File: src/ig_defines.svh
`ifndef IG_DEFINES_SVH
`define IG_DEFINES_SVH

// --------------------
// image geometry
// --------------------

// square image stored in raster order
`define IG_IMG_W 16
`define IG_IMG_H 16

// must cover IG_IMG_W * IG_IMG_H entries
`define IG_ADDR_W 8

// --------------------
// data widths
// --------------------

`define IG_PIX_W 8
// one sign bit plus headroom for a full-range pixel difference
`define IG_COMP_W 10

`endif

File: src/ig_pkg.sv
`default_nettype none

`include "ig_defines.svh"

package ig_pkg;

    // greyscale pixel from image memory
    typedef logic [`IG_PIX_W-1:0] pixel_t;

    // one signed gradient component
    typedef logic signed [`IG_COMP_W-1:0] comp_t;

    // gx in the upper half, gy in the lower half
    typedef struct packed {
        comp_t gx;
        comp_t gy;
    } grad_t;

    // shared by image and gradient memories
    typedef logic [`IG_ADDR_W-1:0] addr_t;

endpackage

`default_nettype wire

File: src/grad_compute.sv
`timescale 1ns/1ns
`default_nettype none

`include "ig_defines.svh"

module grad_compute (
    input  logic           clk,
    input  logic           reset,
    input  logic           pix_valid,
    output logic           pix_ready,
    input  ig_pkg::pixel_t pix_data,
    output logic           gr_valid,
    input  logic           gr_ready,
    output ig_pkg::grad_t  gr_data
);

    localparam int unsigned W       = `IG_IMG_W;
    localparam int unsigned H       = `IG_IMG_H;
    localparam int unsigned NUM_PIX = W * H;
    localparam int unsigned COL_W   = (W > 1) ? $clog2(W) : 1;
    localparam int unsigned ROW_W   = (H > 1) ? $clog2(H) : 1;

    localparam ig_pkg::addr_t LAST_PIX = ig_pkg::addr_t'(NUM_PIX - 1);
    localparam ig_pkg::addr_t FILL_PIX = ig_pkg::addr_t'(W);
    localparam logic [COL_W-1:0] LAST_COL = COL_W'(W - 1);
    localparam logic [ROW_W-1:0] LAST_ROW = ROW_W'(H - 1);

    // win[0] newest, win[W] oldest
    ig_pkg::pixel_t win [0:W];

    ig_pkg::addr_t    in_cnt;
    logic             win_full;
    logic             drain;
    logic [COL_W-1:0] org_col;
    logic [ROW_W-1:0] org_row;

    logic          pix_fire;
    logic          gr_in_valid;
    logic          gr_in_ready;
    logic          gr_fire;
    ig_pkg::grad_t gr_in_data;

    assign pix_ready   = gr_in_ready && !drain;
    assign pix_fire    = pix_valid && pix_ready;
    assign gr_in_valid = drain || (pix_fire && win_full);
    assign gr_fire     = gr_in_valid && gr_in_ready;

    // --------------------
    // gradient of the origin
    // --------------------
    // origin is win[W], its right neighbour win[W-1], the pixel below win[0]
    always_comb begin
        if (org_col == LAST_COL || org_row == LAST_ROW) begin
            gr_in_data = '0;
        end else begin
            gr_in_data.gx = ig_pkg::comp_t'(win[W-1]) - ig_pkg::comp_t'(win[W]);
            gr_in_data.gy = ig_pkg::comp_t'(win[0]) - ig_pkg::comp_t'(win[W]);
        end
    end

    always_ff @(posedge clk) begin
        if (pix_fire) begin
            win[0] <= pix_data;
            for (int i = 1; i <= W; i++) begin
                win[i] <= win[i-1];
            end
        end
    end

    always_ff @(posedge clk) begin
        if (reset) begin
            in_cnt   <= '0;
            win_full <= 1'b0;
            drain    <= 1'b0;
            org_col  <= '0;
            org_row  <= '0;
        end else begin
            if (pix_fire) begin
                in_cnt <= in_cnt + 1'b1;
                if (in_cnt == FILL_PIX) begin
                    win_full <= 1'b1;
                end
                // remaining origins have no pixel below
                if (in_cnt == LAST_PIX) begin
                    drain <= 1'b1;
                end
            end
            if (gr_fire) begin
                if (org_col == LAST_COL) begin
                    org_col <= '0;
                    org_row <= (org_row == LAST_ROW) ? '0 : org_row + 1'b1;
                    if (drain && org_row == LAST_ROW) begin
                        drain <= 1'b0;
                    end
                end else begin
                    org_col <= org_col + 1'b1;
                end
            end
        end
    end

    pipe_skid #(
        .payload_t (ig_pkg::grad_t)
    ) u_grad_skid (
        .clk       (clk),
        .reset     (reset),
        .in_valid  (gr_in_valid),
        .in_ready  (gr_in_ready),
        .in_data   (gr_in_data),
        .out_valid (gr_valid),
        .out_ready (gr_ready),
        .out_data  (gr_data),
        .level     ()
    );

endmodule

`default_nettype wire

File: src/grad_writer.sv
`timescale 1ns/1ns
`default_nettype none

`include "ig_defines.svh"

module grad_writer (
    input  logic          clk,
    input  logic          reset,
    input  logic          gr_valid,
    output logic          gr_ready,
    input  ig_pkg::grad_t gr_data,
    output logic          grad_wr,
    output ig_pkg::addr_t grad_addr,
    output ig_pkg::grad_t grad_do,
    input  logic          grad_ready,
    output logic          done
);

    localparam int unsigned NUM_PIX = `IG_IMG_W * `IG_IMG_H;
    localparam ig_pkg::addr_t LAST_ADDR = ig_pkg::addr_t'(NUM_PIX - 1);

    logic wr_fire;
    logic gr_fire;

    assign wr_fire  = grad_wr && grad_ready;
    // register is free when empty or leaving this cycle
    assign gr_ready = !grad_wr || grad_ready;
    assign gr_fire  = gr_valid && gr_ready;

    always_ff @(posedge clk) begin
        if (reset) begin
            grad_wr   <= 1'b0;
            grad_addr <= '0;
            done      <= 1'b0;
        end else begin
            if (gr_fire) begin
                grad_wr <= 1'b1;
            end else if (wr_fire) begin
                grad_wr <= 1'b0;
            end
            // address moves on only once the write is taken
            if (wr_fire) begin
                grad_addr <= grad_addr + 1'b1;
                if (grad_addr == LAST_ADDR) begin
                    done <= 1'b1;
                end
            end
        end
    end

    always_ff @(posedge clk) begin
        if (gr_fire) begin
            grad_do <= gr_data;
        end
    end

endmodule

`default_nettype wire

File: src/ig_top.sv
`timescale 1ns/1ns
`default_nettype none

module ig_top (
    input  logic           clk,
    input  logic           reset,

    // image memory
    output logic           img_rd,
    output ig_pkg::addr_t  img_addr,
    input  ig_pkg::pixel_t img_di,

    // gradient memory
    output logic           grad_wr,
    output ig_pkg::addr_t  grad_addr,
    output ig_pkg::grad_t  grad_do,
    input  logic           grad_ready,

    output logic           done
);

    // --------------------
    // pixel stream
    // --------------------
    logic           pix_valid;
    logic           pix_ready;
    ig_pkg::pixel_t pix_data;

    // --------------------
    // gradient stream
    // --------------------
    logic          gr_valid;
    logic          gr_ready;
    ig_pkg::grad_t gr_data;

    img_reader u_img_reader (
        .clk       (clk),
        .reset     (reset),
        .img_rd    (img_rd),
        .img_addr  (img_addr),
        .img_di    (img_di),
        .pix_valid (pix_valid),
        .pix_ready (pix_ready),
        .pix_data  (pix_data)
    );

    grad_compute u_grad_compute (
        .clk       (clk),
        .reset     (reset),
        .pix_valid (pix_valid),
        .pix_ready (pix_ready),
        .pix_data  (pix_data),
        .gr_valid  (gr_valid),
        .gr_ready  (gr_ready),
        .gr_data   (gr_data)
    );

    grad_writer u_grad_writer (
        .clk        (clk),
        .reset      (reset),
        .gr_valid   (gr_valid),
        .gr_ready   (gr_ready),
        .gr_data    (gr_data),
        .grad_wr    (grad_wr),
        .grad_addr  (grad_addr),
        .grad_do    (grad_do),
        .grad_ready (grad_ready),
        .done       (done)
    );

endmodule

`default_nettype wire

File: src/img_reader.sv
`timescale 1ns/1ns
`default_nettype none

`include "ig_defines.svh"

module img_reader (
    input  logic           clk,
    input  logic           reset,
    output logic           img_rd,
    output ig_pkg::addr_t  img_addr,
    input  ig_pkg::pixel_t img_di,
    output logic           pix_valid,
    input  logic           pix_ready,
    output ig_pkg::pixel_t pix_data
);

    localparam int unsigned NUM_PIX = `IG_IMG_W * `IG_IMG_H;
    localparam ig_pkg::addr_t LAST_ADDR = ig_pkg::addr_t'(NUM_PIX - 1);

    ig_pkg::addr_t rd_addr;
    logic          rd_started;
    logic          rd_active;
    logic          in_flight;

    logic [1:0] skid_level;
    logic       pix_pop;
    logic [2:0] occupancy;

    // entries held next cycle are those held now plus the returning read minus a pop
    assign pix_pop   = pix_valid && pix_ready;
    assign occupancy = {1'b0, skid_level} + {2'b00, in_flight} - {2'b00, pix_pop};

    // a read is only issued if its pixel is sure to find a free entry
    assign img_rd   = rd_active && (occupancy < 3'd2);
    assign img_addr = rd_addr;

    // --------------------
    // read sequencing
    // --------------------
    always_ff @(posedge clk) begin
        if (reset) begin
            rd_addr    <= '0;
            rd_started <= 1'b0;
            rd_active  <= 1'b0;
            in_flight  <= 1'b0;
        end else begin
            // memory answers one cycle after the read
            in_flight <= img_rd;
            if (!rd_started) begin
                rd_started <= 1'b1;
                rd_active  <= 1'b1;
            end else if (img_rd) begin
                if (rd_addr == LAST_ADDR) begin
                    rd_active <= 1'b0;
                end
                rd_addr <= rd_addr + 1'b1;
            end
        end
    end

    // in_ready unused because room is reserved before each read
    pipe_skid #(
        .payload_t (ig_pkg::pixel_t)
    ) u_pix_skid (
        .clk       (clk),
        .reset     (reset),
        .in_valid  (in_flight),
        .in_ready  (),
        .in_data   (img_di),
        .out_valid (pix_valid),
        .out_ready (pix_ready),
        .out_data  (pix_data),
        .level     (skid_level)
    );

endmodule

`default_nettype wire

File: src/pipe_skid.sv
`timescale 1ns/1ns
`default_nettype none

module pipe_skid #(
    parameter type payload_t = logic [7:0]
) (
    input  logic     clk,
    input  logic     reset,
    input  logic     in_valid,
    output logic     in_ready,
    input  payload_t in_data,
    output logic     out_valid,
    input  logic     out_ready,
    output payload_t out_data,
    output logic [1:0] level
);

    // second entry, only used while the output is stalled
    logic     spare_valid;
    payload_t spare_data;

    logic out_free;
    logic in_fire;

    // output register can take a new word this cycle
    assign out_free = !out_valid || out_ready;
    assign in_fire  = in_valid && in_ready;

    // space is left as long as the spare entry is empty
    assign in_ready = !spare_valid;
    assign level    = {1'b0, out_valid} + {1'b0, spare_valid};

    // --------------------
    // control
    // --------------------
    always_ff @(posedge clk) begin
        if (reset) begin
            out_valid   <= 1'b0;
            spare_valid <= 1'b0;
        end else if (out_free) begin
            if (spare_valid) begin
                out_valid   <= 1'b1;
                spare_valid <= 1'b0;
            end else begin
                out_valid <= in_valid;
            end
        end else if (in_fire) begin
            spare_valid <= 1'b1;
        end
    end

    // --------------------
    // payload
    // --------------------
    always_ff @(posedge clk) begin
        if (out_free) begin
            if (spare_valid) begin
                out_data <= spare_data;
            end else if (in_valid) begin
                out_data <= in_data;
            end
        end else if (in_fire) begin
            spare_data <= in_data;
        end
    end

endmodule

`default_nettype wire

File: config.mk
export PLATFORM = sky130hd
export DESIGN_NAME = ig_top
export DESIGN_NICKNAME = d
export VERILOG_FILES = /design/src/ig_pkg.sv /design/src/grad_compute.sv /design/src/grad_writer.sv /design/src/ig_top.sv /design/src/img_reader.sv /design/src/pipe_skid.sv
export VERILOG_INCLUDE_DIRS = /design/src
export SDC_FILE = /design/constraint.sdc
export NUM_CORES = 1
export LEC_CHECK = 0
export BUFFER_PORTS_ARGS = -buffer_cell sky130_fd_sc_hd__buf_2
export CORE_ASPECT_RATIO = 0.75
export CORE_MARGIN = 5
export CORE_UTILIZATION = 65
export DETAILED_ROUTE_END_ITERATION = 16
export MAX_ROUTING_LAYER = met4
export PLACE_DENSITY = 0.84
export SYNTH_ARGS = -nofsm -noshare
export SYNTH_HDL_FRONTEND = slang
export SYNTH_SLANG_ARGS = --single-unit
File: constraint.sdc
create_clock -name clk -period 9.15 [get_ports clk]
set_input_delay 0 -clock clk [delete_from_list [all_inputs] [get_ports clk]]
set_output_delay 0 -clock clk [all_outputs]
set_load 0.05 [all_outputs]
== Word level (Yosys, flattened, before mapping) ==
Memory sizes are Yosys's and may differ from the RTL's.
Cells that the tools add are included.

* Word-level logic and storage cells: 102
* Memories kept: 1
* RAM bits: 136
* Output and inout port bits: 39
* Bits in registers: 119
* Input port bits: 11

{| class="wikitable"
|+ Memories
! memory !! words !! bits a word !! rd ports !! clocked after Yosys merged registers in !! wr ports !! RTL line !! text
|-
| u_grad_compute.win || 17 || 8 || 17 || 0 || 17 || grad_compute.sv:29 || <nowiki>ig_pkg::pixel_t win [0:W];</nowiki>
|}

* Reductions and logical operators: 34
* Magnitude comparators: 1
* $add $sub $neg: 10
* Bitwise operators: 2
* Equal/unequal tests: 8
* Muxes and demuxes: 22

{| class="wikitable"
|+ Operators with widths
! operator !! count
|-
| $mux 20 || 3
|-
| $add 8x1->8 const B || 3
|-
| $eq 8x8->1 const B || 3
|-
| $reduce_and 2->1 || 9
|-
| $sub 8x8->9 || 2
|-
| $mux 8 || 2
|-
| $mux 1 || 15
|-
| $logic_and 1x1->1 || 9
|-
| $add 4x1->4 const B || 2
|-
| $eq 4x4->1 const B || 2
|-
| $eq 8x5->1 const B || 1
|-
| $mux 4 || 2
|-
| $logic_not 1->1 || 6
|-
| $reduce_bool 2->1 || 3
|-
| $logic_or 1x1->1 || 5
|-
| $ne 2x2->1 const B || 2
|-
| $reduce_or 2->1 || 2
|-
| $add 2x1->3 || 1
|-
| $lt 3x2->1 const B || 1
|-
| $sub 3x1->3 || 1
|-
| $add 1x1->2 || 1
|-
| $not 1->1 || 2
|}

== Longest topological paths before layout ==
Gate-level depths: netlist (run 1).

* Word-level depth: 8
* Gate-level depth with buffers: 10
* Gate-level depth less buffers: 9

== By module ==
Synthesis (run 1) repeated with hierarchy kept, for this count alone.

* Cells, all modules: 574
* Area total of the unflattened synthesis: 9,512.9 µm²

{| class="wikitable"
|+ Modules (own cells, without submodules)
! module !! seq. area each (µm²) !! cells an instance !! instances !! area each (µm²)
|-
| grad_compute || 4,444.3 || 336 || 1 || 5,694.2
|-
| pipe_skid (u_grad_compute.u_grad_skid) || 1,241.2 || 72 || 1 || 1,539.0
|-
| grad_writer || 800.8 || 71 || 1 || 1,044.8
|-
| pipe_skid (u_img_reader.u_pix_skid) || 520.5 || 35 || 1 || 701.9
|-
| img_reader || 220.2 || 60 || 1 || 533.0
|}

== Worst setup path before layout (run 1) ==
No wires, ideal clock.

* Path kind: reg-to-reg
* From: reg u_grad_compute.u_grad_skid.spare_valid
* To: reg u_img_reader.rd_addr[7], in the netlist u_img_reader.img_addr[7]
* Setup time: 0.128 ns
* Path buffers: 1
* Stages on the path, launching flop included: 11
* Data required time: 9.022 ns
* Clock period less this slack: 6.169 ns
* Arrival time: 6.041 ns
* Setup slack: 2.981 ns
* Cell sequence: dfxtp_1 buf_2 nor3b_4 ha_1 inv_1 ha_1 a21oi_1 mux2i_2 nand4_1 xor2_1 nor2_1

* Word-level cells in the longest chain between the ends: 7

{| class="wikitable"
|+ Ends and longest elaborated chain
! item !! RTL line !! text
|-
| start: declaration || pipe_skid.sv:19 || <nowiki>logic spare_valid;</nowiki>
|-
| start signal: assignment || pipe_skid.sv:39 || <nowiki>spare_valid <= 1'b0;</nowiki>
|-
| start signal: assignment || pipe_skid.sv:43 || <nowiki>spare_valid <= 1'b0;</nowiki>
|-
| start signal: assignment || pipe_skid.sv:48 || <nowiki>spare_valid <= 1'b1;</nowiki>
|-
| $logic_not 1->1 || pipe_skid.sv:30 || <nowiki>assign in_ready = !spare_valid;</nowiki>
|-
| $logic_and 1x1->1 || grad_compute.sv:43 || <nowiki>assign pix_ready = gr_in_ready && !drain;</nowiki>
|-
| $logic_and 1x1->1 || n/a ||
|-
| net u_grad_compute.pix_fire || grad_compute.sv:37 || <nowiki>logic pix_fire;</nowiki>
|-
| $sub 3x1->3 || img_reader.sv:31 || <nowiki>assign occupancy = {1'b0, skid_level} + {2'b00, in_flight} - {2'b00, pix_pop};</nowiki>
|-
| $lt 3x2->1 || img_reader.sv:34 || <nowiki>assign img_rd = rd_active && (occupancy < 3'd2);</nowiki>
|-
| $logic_and 1x1->1 || img_reader.sv:34 ||
|-
| $reduce_and 2->1 (no line) || n/a ||
|-
| end signal: assignment || img_reader.sv:56 || <nowiki>rd_addr <= rd_addr + 1'b1;</nowiki>
|-
| end: declaration || img_reader.sv:20 || <nowiki>ig_pkg::addr_t rd_addr;</nowiki>
|}

The timed path passes the listed nets, and every way through them passes these cells.
A chain may end at the register's enable or synchronous reset.

== Final worst setup path (run 1) ==
* From: reg u_img_reader.u_pix_skid.spare_valid
* To: out img_rd

* Word-level cells in the longest chain between the ends: 5

{| class="wikitable"
|+ Ends and longest elaborated chain
! item !! RTL line !! text
|-
| start: declaration || pipe_skid.sv:19 ||
|-
| start signal: assignment || pipe_skid.sv:39 ||
|-
| start signal: assignment || pipe_skid.sv:43 ||
|-
| start signal: assignment || pipe_skid.sv:48 ||
|-
| $add 1x1->2 || pipe_skid.sv:31 || <nowiki>assign level = {1'b0, out_valid} + {1'b0, spare_valid};</nowiki>
|-
| $add 2x1->3 || img_reader.sv:31 ||
|-
| $sub 3x1->3 || img_reader.sv:31 ||
|-
| $lt 3x2->1 || img_reader.sv:34 ||
|-
| $logic_and 1x1->1 || img_reader.sv:34 ||
|-
| end: declaration || ig_top.sv:9 || <nowiki>output logic img_rd,</nowiki>
|}

No other way between the ends.

==> out/qor.txt, run 1 <==
Core Rows = 37
dpl ws = 6.486 ns
post-cts gate resize count = 0
Min-Delay Path Depth = 2
Pleak = 3.725 nW
Num CTS Buffers = 23
number of global-route vias before repair = 4878
syn avg cell area = 16.00 um^2
port bufs = 49
global route total overflow = 0
Die Area = 16500 um^2
Seq cells post-synth = 249
clock transition at the registers of the reported paths = 0.07 ns
critical path data required time = 9.15 ns
Worst Path Max Fanout = 11
unrepaired setup endpoints after global routing = false
worst hold path type = primary input to register
status = complete, no violations
Design Power = 2.342 mW
Critical R2R Launch = u_img_reader.u_pix_skid.spare_valid$_SDFFE_PP0P_
CTS tree = built
# IOs = 50
Post-DRT Antenna Nets = 0
Synth Warn # = 0
Detailed Route Iter0 Violations = 304
Worst Setup End Kind = output pin
Worst EP arrival = 2.84 ns
HP Start = reset
worst skew pair latency = 0.52 ns
post-route setup slack = 6.311 ns
Yosys top cell area share = 67.96%
Clock Skew = 0.009253 ns
Syn-to-layout area delta = 15.11%
Final Hold Fails = 0
H-tree depth reported by CTS = 1
final setup fails = 0
DRT Pass-1 Iters = 5
final design utilization = 76.46%
layout cells sized above 1 = 16.72%
Worst IR Drop VDD = 0.1947 mV
initial core utilization = 66.43%
Post-DP Area = 9548 um^2
Avg WL per Cell = 18.82 um
Setup CP Type = register to output pin
Endpoint, Worst Hold = u_grad_writer.done$_SDFFE_PP0P_
fin area = 10480 um^2
first-pass GRT wire length = 25540 um
Max Root-Sink Buffers = 3
TNS Setup = 0 ns
Clock Sinks = 249
DPL Wire Length = 8920 um
Power Dens Cells = 223.5 nW/um^2
drc violations = 0
minimum clock period = 2.839 ns
FF-to-FF End = u_img_reader.img_addr[5]$_SDFFE_PP0P_
largest net degree at the start of global routing = 81
final WL = 15700 um
Die X = 146.6 um
Routability Congestion = 0.8151
Core Region = 13700 um^2
non-filler cells, final = 834
nets@finish = 678
syn_nets = 606
Slew @ Worst Pin = 1.199 ns
Total GRT Usage = 20.11%
Startpoint Class = register
placed instance count = 782
Final Max Tran Viols = 0
Die H = 112.5 um
Netlist cell types = 46
max-cap violation count = 0
worst hold margin = 0.02706 ns
DR vias/cell = 5.673
Mapped Area = 9102 um^2
Fmax achieved = 352.2 MHz
max_slew headroom = 19.92%
crit share post-route = 31.03%
initial antenna violation count = 1
FF-to-FF path depth = 9
Synth Instances = 569
via count = 4731
clock root cell = clkbuf_16
r2r setup slk = 6.38 ns
cell taking the most area after synthesis = edfxtp_1
sequential fraction of the synthesis area = 77.42%
cells taking the most area after synthesis = edfxtp_1, dfxtp_1, ha_1, xor2_1, nor2_1
## worst max-delay path by stage
stage / to / slack [ns] / depth (start not counted) / start
final: img_rd / 6.31 / 8 / u_img_reader.u_pix_skid.spare_valid$_SDFFE_PP0P_
after global routing: img_rd / 6.13 / 8 / u_img_reader.u_pix_skid.spare_valid$_SDFFE_PP0P_
after CTS: img_rd / 6.32 / 8 / u_img_reader.u_pix_skid.spare_valid$_SDFFE_PP0P_
after detailed placement: u_img_reader.img_addr[7]$_SDFFE_PP0P_ / 6.49 / 9 / u_img_reader.u_pix_skid.spare_valid$_SDFFE_PP0P_
after global placement: u_img_reader.img_addr[5]$_SDFFE_PP0P_ / 6.59 / 9 / u_img_reader.u_pix_skid.spare_valid$_SDFFE_PP0P_
after floorplan: u_img_reader.img_addr[7]$_SDFFE_PP0P_ / 2.98 / 10 / u_grad_compute.u_grad_skid.spare_valid$_SDFFE_PP0N_
## synth_stat cells (all sizes together)
cell	number
o31ai	15
nand3b	2
o211ai	1
o41ai	1
a211oi	1
a41oi	2
inv	22
o21ai	12
edfxtp	206
mux2i	5
and3	4
a2111oi	1
and4	2
xnor2	9
nor2b	4
a21o	2
and3b	1
a21boi	1
xor2	26
ha	24
nand4	11
fa	2
nor4b	1
clkbuf	14
nand3	4
a311oi	1
a31oi	3
o21bai	1
nor3b	2
a21oi	24
a2111o	1
nor2	55
or3	4
and2	4
nand2	35
buf	4
dfxtp	43
nor3	7
nand2b	3
mux2	9
## flip-flops by register name, summed over array words and instances (netlist names), 4 cells and up
name and count:
u_grad_compute.in_cnt 8, u_grad_compute.org_col 4, u_grad_compute.org_row 4, u_grad_compute.u_grad_skid.out_data 18
u_grad_compute.u_grad_skid.spare_data 18, u_grad_compute.win 136, u_grad_writer.grad_addr 8, u_grad_writer.grad_do 18
u_img_reader.img_addr 8, u_img_reader.u_pix_skid.out_data 8, u_img_reader.u_pix_skid.spare_data 8
## cells by family after synthesis
kind of cell | share of synthesized area [%]
AOI/OAI and AO/OA | 4.523
xor gates and xnor gates | 3.368
adders and majority gates | 3.739
buffers and inverters | 1.746
DFF | 77.42
muxes | 1.704
and+or+nand+nor | 7.505
## routing by layer
metal  global-route usage (%)  vias to the layer above  wire length (um)
li1                         -                     2247                 -
met1                    25.65                     2270              6743
met2                    32.07                      166              7405
met3                    5.609                       48              1110
met4                    5.890                        0               439
met5                        -                        -                 0
## report_power, final
| part | leakage [nW] | switching (mW) | internal, mW |
|---|---|---|---|
| Combinational | 1.10 | 0.0352 | 0.0198 |
| Clock | 0.405 | 0.414 | 0.625 |
| Sequential | 2.22 | 0.00837 | 1.24 |
| Total | 3.73 | 0.458 | 1.88 |
## critical path, cell delays in order, from the launching register on
cell and delay, ns:
dfxtp_1 0.63, inv_1 0.10, ha_1 0.30, inv_1 0.04, ha_1 0.29, a21oi_1 0.29, xor2_1 0.22, and2_1 0.18
buf_2 0.27
## repair_timing
action,CTS,global route
endpoints found under the hold margin,20,0
hold buffers,9,0
setup buffers,0,0
## cells in the final DEF (no fill, tap or decap), drive strengths merged, types with 5 or more instances in the layout
master         n
o21ai         12
edfxtp       206
clkbuf        26
xor2          26
o31ai         15
mux2           9
xnor2          9
nand4         11
nor3           7
inv           23
mux2i          5
dlygate4sd3    9
bufinv         5
clkinv         7
nand2         35
dfxtp         43
a21oi         24
nor2          55
ha            24
buf           56
## final cells by class
type	count	area, um^2
fill	731	3226
multi-input combinational	280	1902
tap	175	219.0
sequential	249	7047
clock buffer	26	606.8
inverter	22	82.58
timing repair buffer	65	387.9
antenna	1	2.502
clock inverter	16	230.2
No activity file was read; power rests on OpenSTA's default activity.
==> run 2: changes to the inputs <==
CORE_UTILIZATION = 60   (was 65)
PLACE_DENSITY = 0.79   (was 0.84)
clock period = 2.65 ns   (was 9.15 ns; I/O delays follow)
==> out/qor.txt, run 2 (synthesis results as in run 1) <==
status = complete, no violations
H-tree depth reported by CTS = 1 (unchanged)
DRT Pass-1 Iters = 4 (-1)
Final Max Tran Viols = 0 (unchanged)
r2r setup slk = 0.20 ns (-6.18 ns)
# hold bufs at CTS = 9 (unchanged)
Syn-to-layout area delta = 16.58%
Critical R2R Launch = u_grad_compute.win[0][120]$_DFFE_PN_
Startpoint Class = register
worst hold margin = 0.04839 ns (+0.02133 ns)
critical path's slowest cell = dfxtp_2
Endpoint, Worst Hold = u_grad_writer.done$_SDFFE_PP0P_
first-pass GRT wire length = 24550 um (-3.9%)
Post-DRT Antenna Nets = 0 (unchanged)
global route total overflow = 0 (unchanged)
Post-CTS Setup Bufs = 0 (unchanged)
FF-to-FF End = u_grad_compute.u_grad_skid.spare_data[18]$_DFFE_PP_
unrepaired setup endpoints after global routing = false
CP Buf/Inv Count = 2 (-1)
Power Dens Cells = 760.0 nW/um^2 (+240%)
HP Start = reset
clock root cell = clkbuf_16
largest net degree at the start of global routing = 144 (+78%)
Setup CP Type = register to output pin
Detailed Route Iter0 Violations = 403 (+33%)
crit share post-route = 93.67%
most frequent cells in the layout = edfxtp_1, nor2_1, buf_2, dfxtp_1, nand2_1
Core Rows = 39 (+5.4%)
Die H = 116.7 um (+3.7%)
CTS tree = built
critical path data required time = 2.65 ns (-6.50 ns)
final setup fails = 0 (unchanged)
TNS Setup = 0 ns (unchanged)
# IOs = 50 (unchanged)
final WL = 14960 um (-4.7%)
DR vias/cell = 5.512 (-2.8%)
worst hold path type = primary input to register
Total GRT Usage = 17.79% (-2.3 points)
number of global-route vias before repair = 4824 (-1.1%)
FF-to-FF path depth = 9 (unchanged)
largest register by flop count = u_grad_compute.win
Die Area = 17760 um^2 (+7.7%)
post-cts gate resize count = 0 (unchanged)
initial core utilization = 60.37% (-6.1 points)
layout cells sized above 1 = 18.07% (+1.4 points)
Num CTS Buffers = 24 (+4.3%)
Worst IR Drop VDD = 0.6999 mV (+260%)
Max Root-Sink Buffers = 3 (unchanged)
Worst Setup End Kind = output pin
port bufs = 49 (unchanged)
worst skew pair latency = 0.51 ns (about the same)
Fmax achieved = 402.9 MHz
Clock Skew = 0.01579 ns (+0.006540 ns)
drc violations = 0 (unchanged)
Min-Delay Path Depth = 2 (unchanged)
initial antenna violation count = 0 (-1)
DPL Wire Length = 9290 um (+4.1%)
Avg WL per Cell = 17.22 um (-8.5%)
Die X = 152.2 um (+3.8%)
nets@finish = 683 (+0.74%)
most common cell after layout, fill and taps aside = edfxtp_1
max-cap violation count = 0 (unchanged)
via count = 4790 (+1.2%)
critical path, cell by cell = nor3b_4 -> ha_1 -> inv_2 -> ha_4 -> a21oi_4 -> xor2_1 -> and2_4 -> buf_2
Worst Path Max Fanout = 5 (-6)
Worst EP arrival = 2.48 ns (-0.36 ns)
minimum clock period = 2.482 ns
Clock Sinks = 249 (unchanged)
CP top delay family = adder cells
Largest register FFs = 136 (unchanged)
Final Hold Fails = 0 (unchanged)
max incr delay on CP = 0.40 ns (-0.23 ns)
clock transition at the registers of the reported paths = 0.06 ns (about the same)
max_slew headroom = 49.54% (+30 points)
diode count = 0 (-1)
Routability Congestion = 0.8065 (-1.1%)
Slew @ Worst Pin = 0.7570 ns (-0.4417 ns)
Core Region = 15080 um^2 (+10%)
Pleak = 3.773 nW (+1.3%)
-- run 2: cell type report --
class | count | area [um^2]
Fill cell | 966 | 4467
Inverter | 22 | 82.58
Clock inverter | 10 | 101.3
Sequential cell | 249 | 7048
Timing Repair Buffer | 69 | 430.4
Clock buffer | 34 | 755.7
Multi-Input combinational cell | 280 | 1937
Tap cell | 205 | 256.5
-- run 2: per-layer routing --
metal  track usage, %  vias to the layer above  wire length, um
met4            5.749                        0              412
met3            3.222                       47              786
met5                -                        -                0
met1            23.31                     2340             6598
li1                 -                     2257                -
met2            28.96                      146             7166
-- run 2: power by group --
group	switching, mW	leakage, nW	internal [mW]
Combinational	0.126	1.13	0.0739
Clock	1.37	0.428	2.19
Sequential	0.0267	2.22	4.28
Total	1.52	3.77	6.54
-- run 2: worst max-delay path by stage --
stage	cells past startpoint	slack, ns	start	to
6_report	8	0.17	u_img_reader.u_pix_skid.out_valid$_SDFFE_PP0N_	img_rd
5_1_grt	9	0.04	u_grad_compute.win[0][120]$_DFFE_PN_	u_grad_compute.u_grad_skid.spare_data[18]$_DFFE_PP_
4_1_cts	8	0.13	u_img_reader.u_pix_skid.out_valid$_SDFFE_PP0N_	img_rd
3_5_place_dp	9	0.27	u_grad_compute.win[0][120]$_DFFE_PN_	u_grad_compute.u_grad_skid.spare_data[18]$_DFFE_PP_
3_3_place_gp	9	0.46	u_img_reader.u_pix_skid.out_valid$_SDFFE_PP0N_	u_img_reader.img_addr[7]$_SDFFE_PP0P_
2_1_floorplan	10	-3.29	u_grad_compute.u_grad_skid.spare_valid$_SDFFE_PP0N_	u_img_reader.img_addr[7]$_SDFFE_PP0P_
-- run 2: metrics by stage --
stage | instance area, um^2 | util, % | power, mW | setup slack (ns) | cells
detailed placement | 9664 | 64.09 | 4.580 | 0.2691 | 816
CTS | 10610 | 70.38 | 8.137 | 0.1270 | 869
global placement | 9664 | 64.09 | 4.562 | 0.4571 | 816
global route | 10610 | 70.38 | 8.349 | 0.04293 | 869
finish | 10610 | 70.38 | 8.064 | 0.1677 | 869
floorplan | 9150 | - | 4.522 | -3.289 | 569
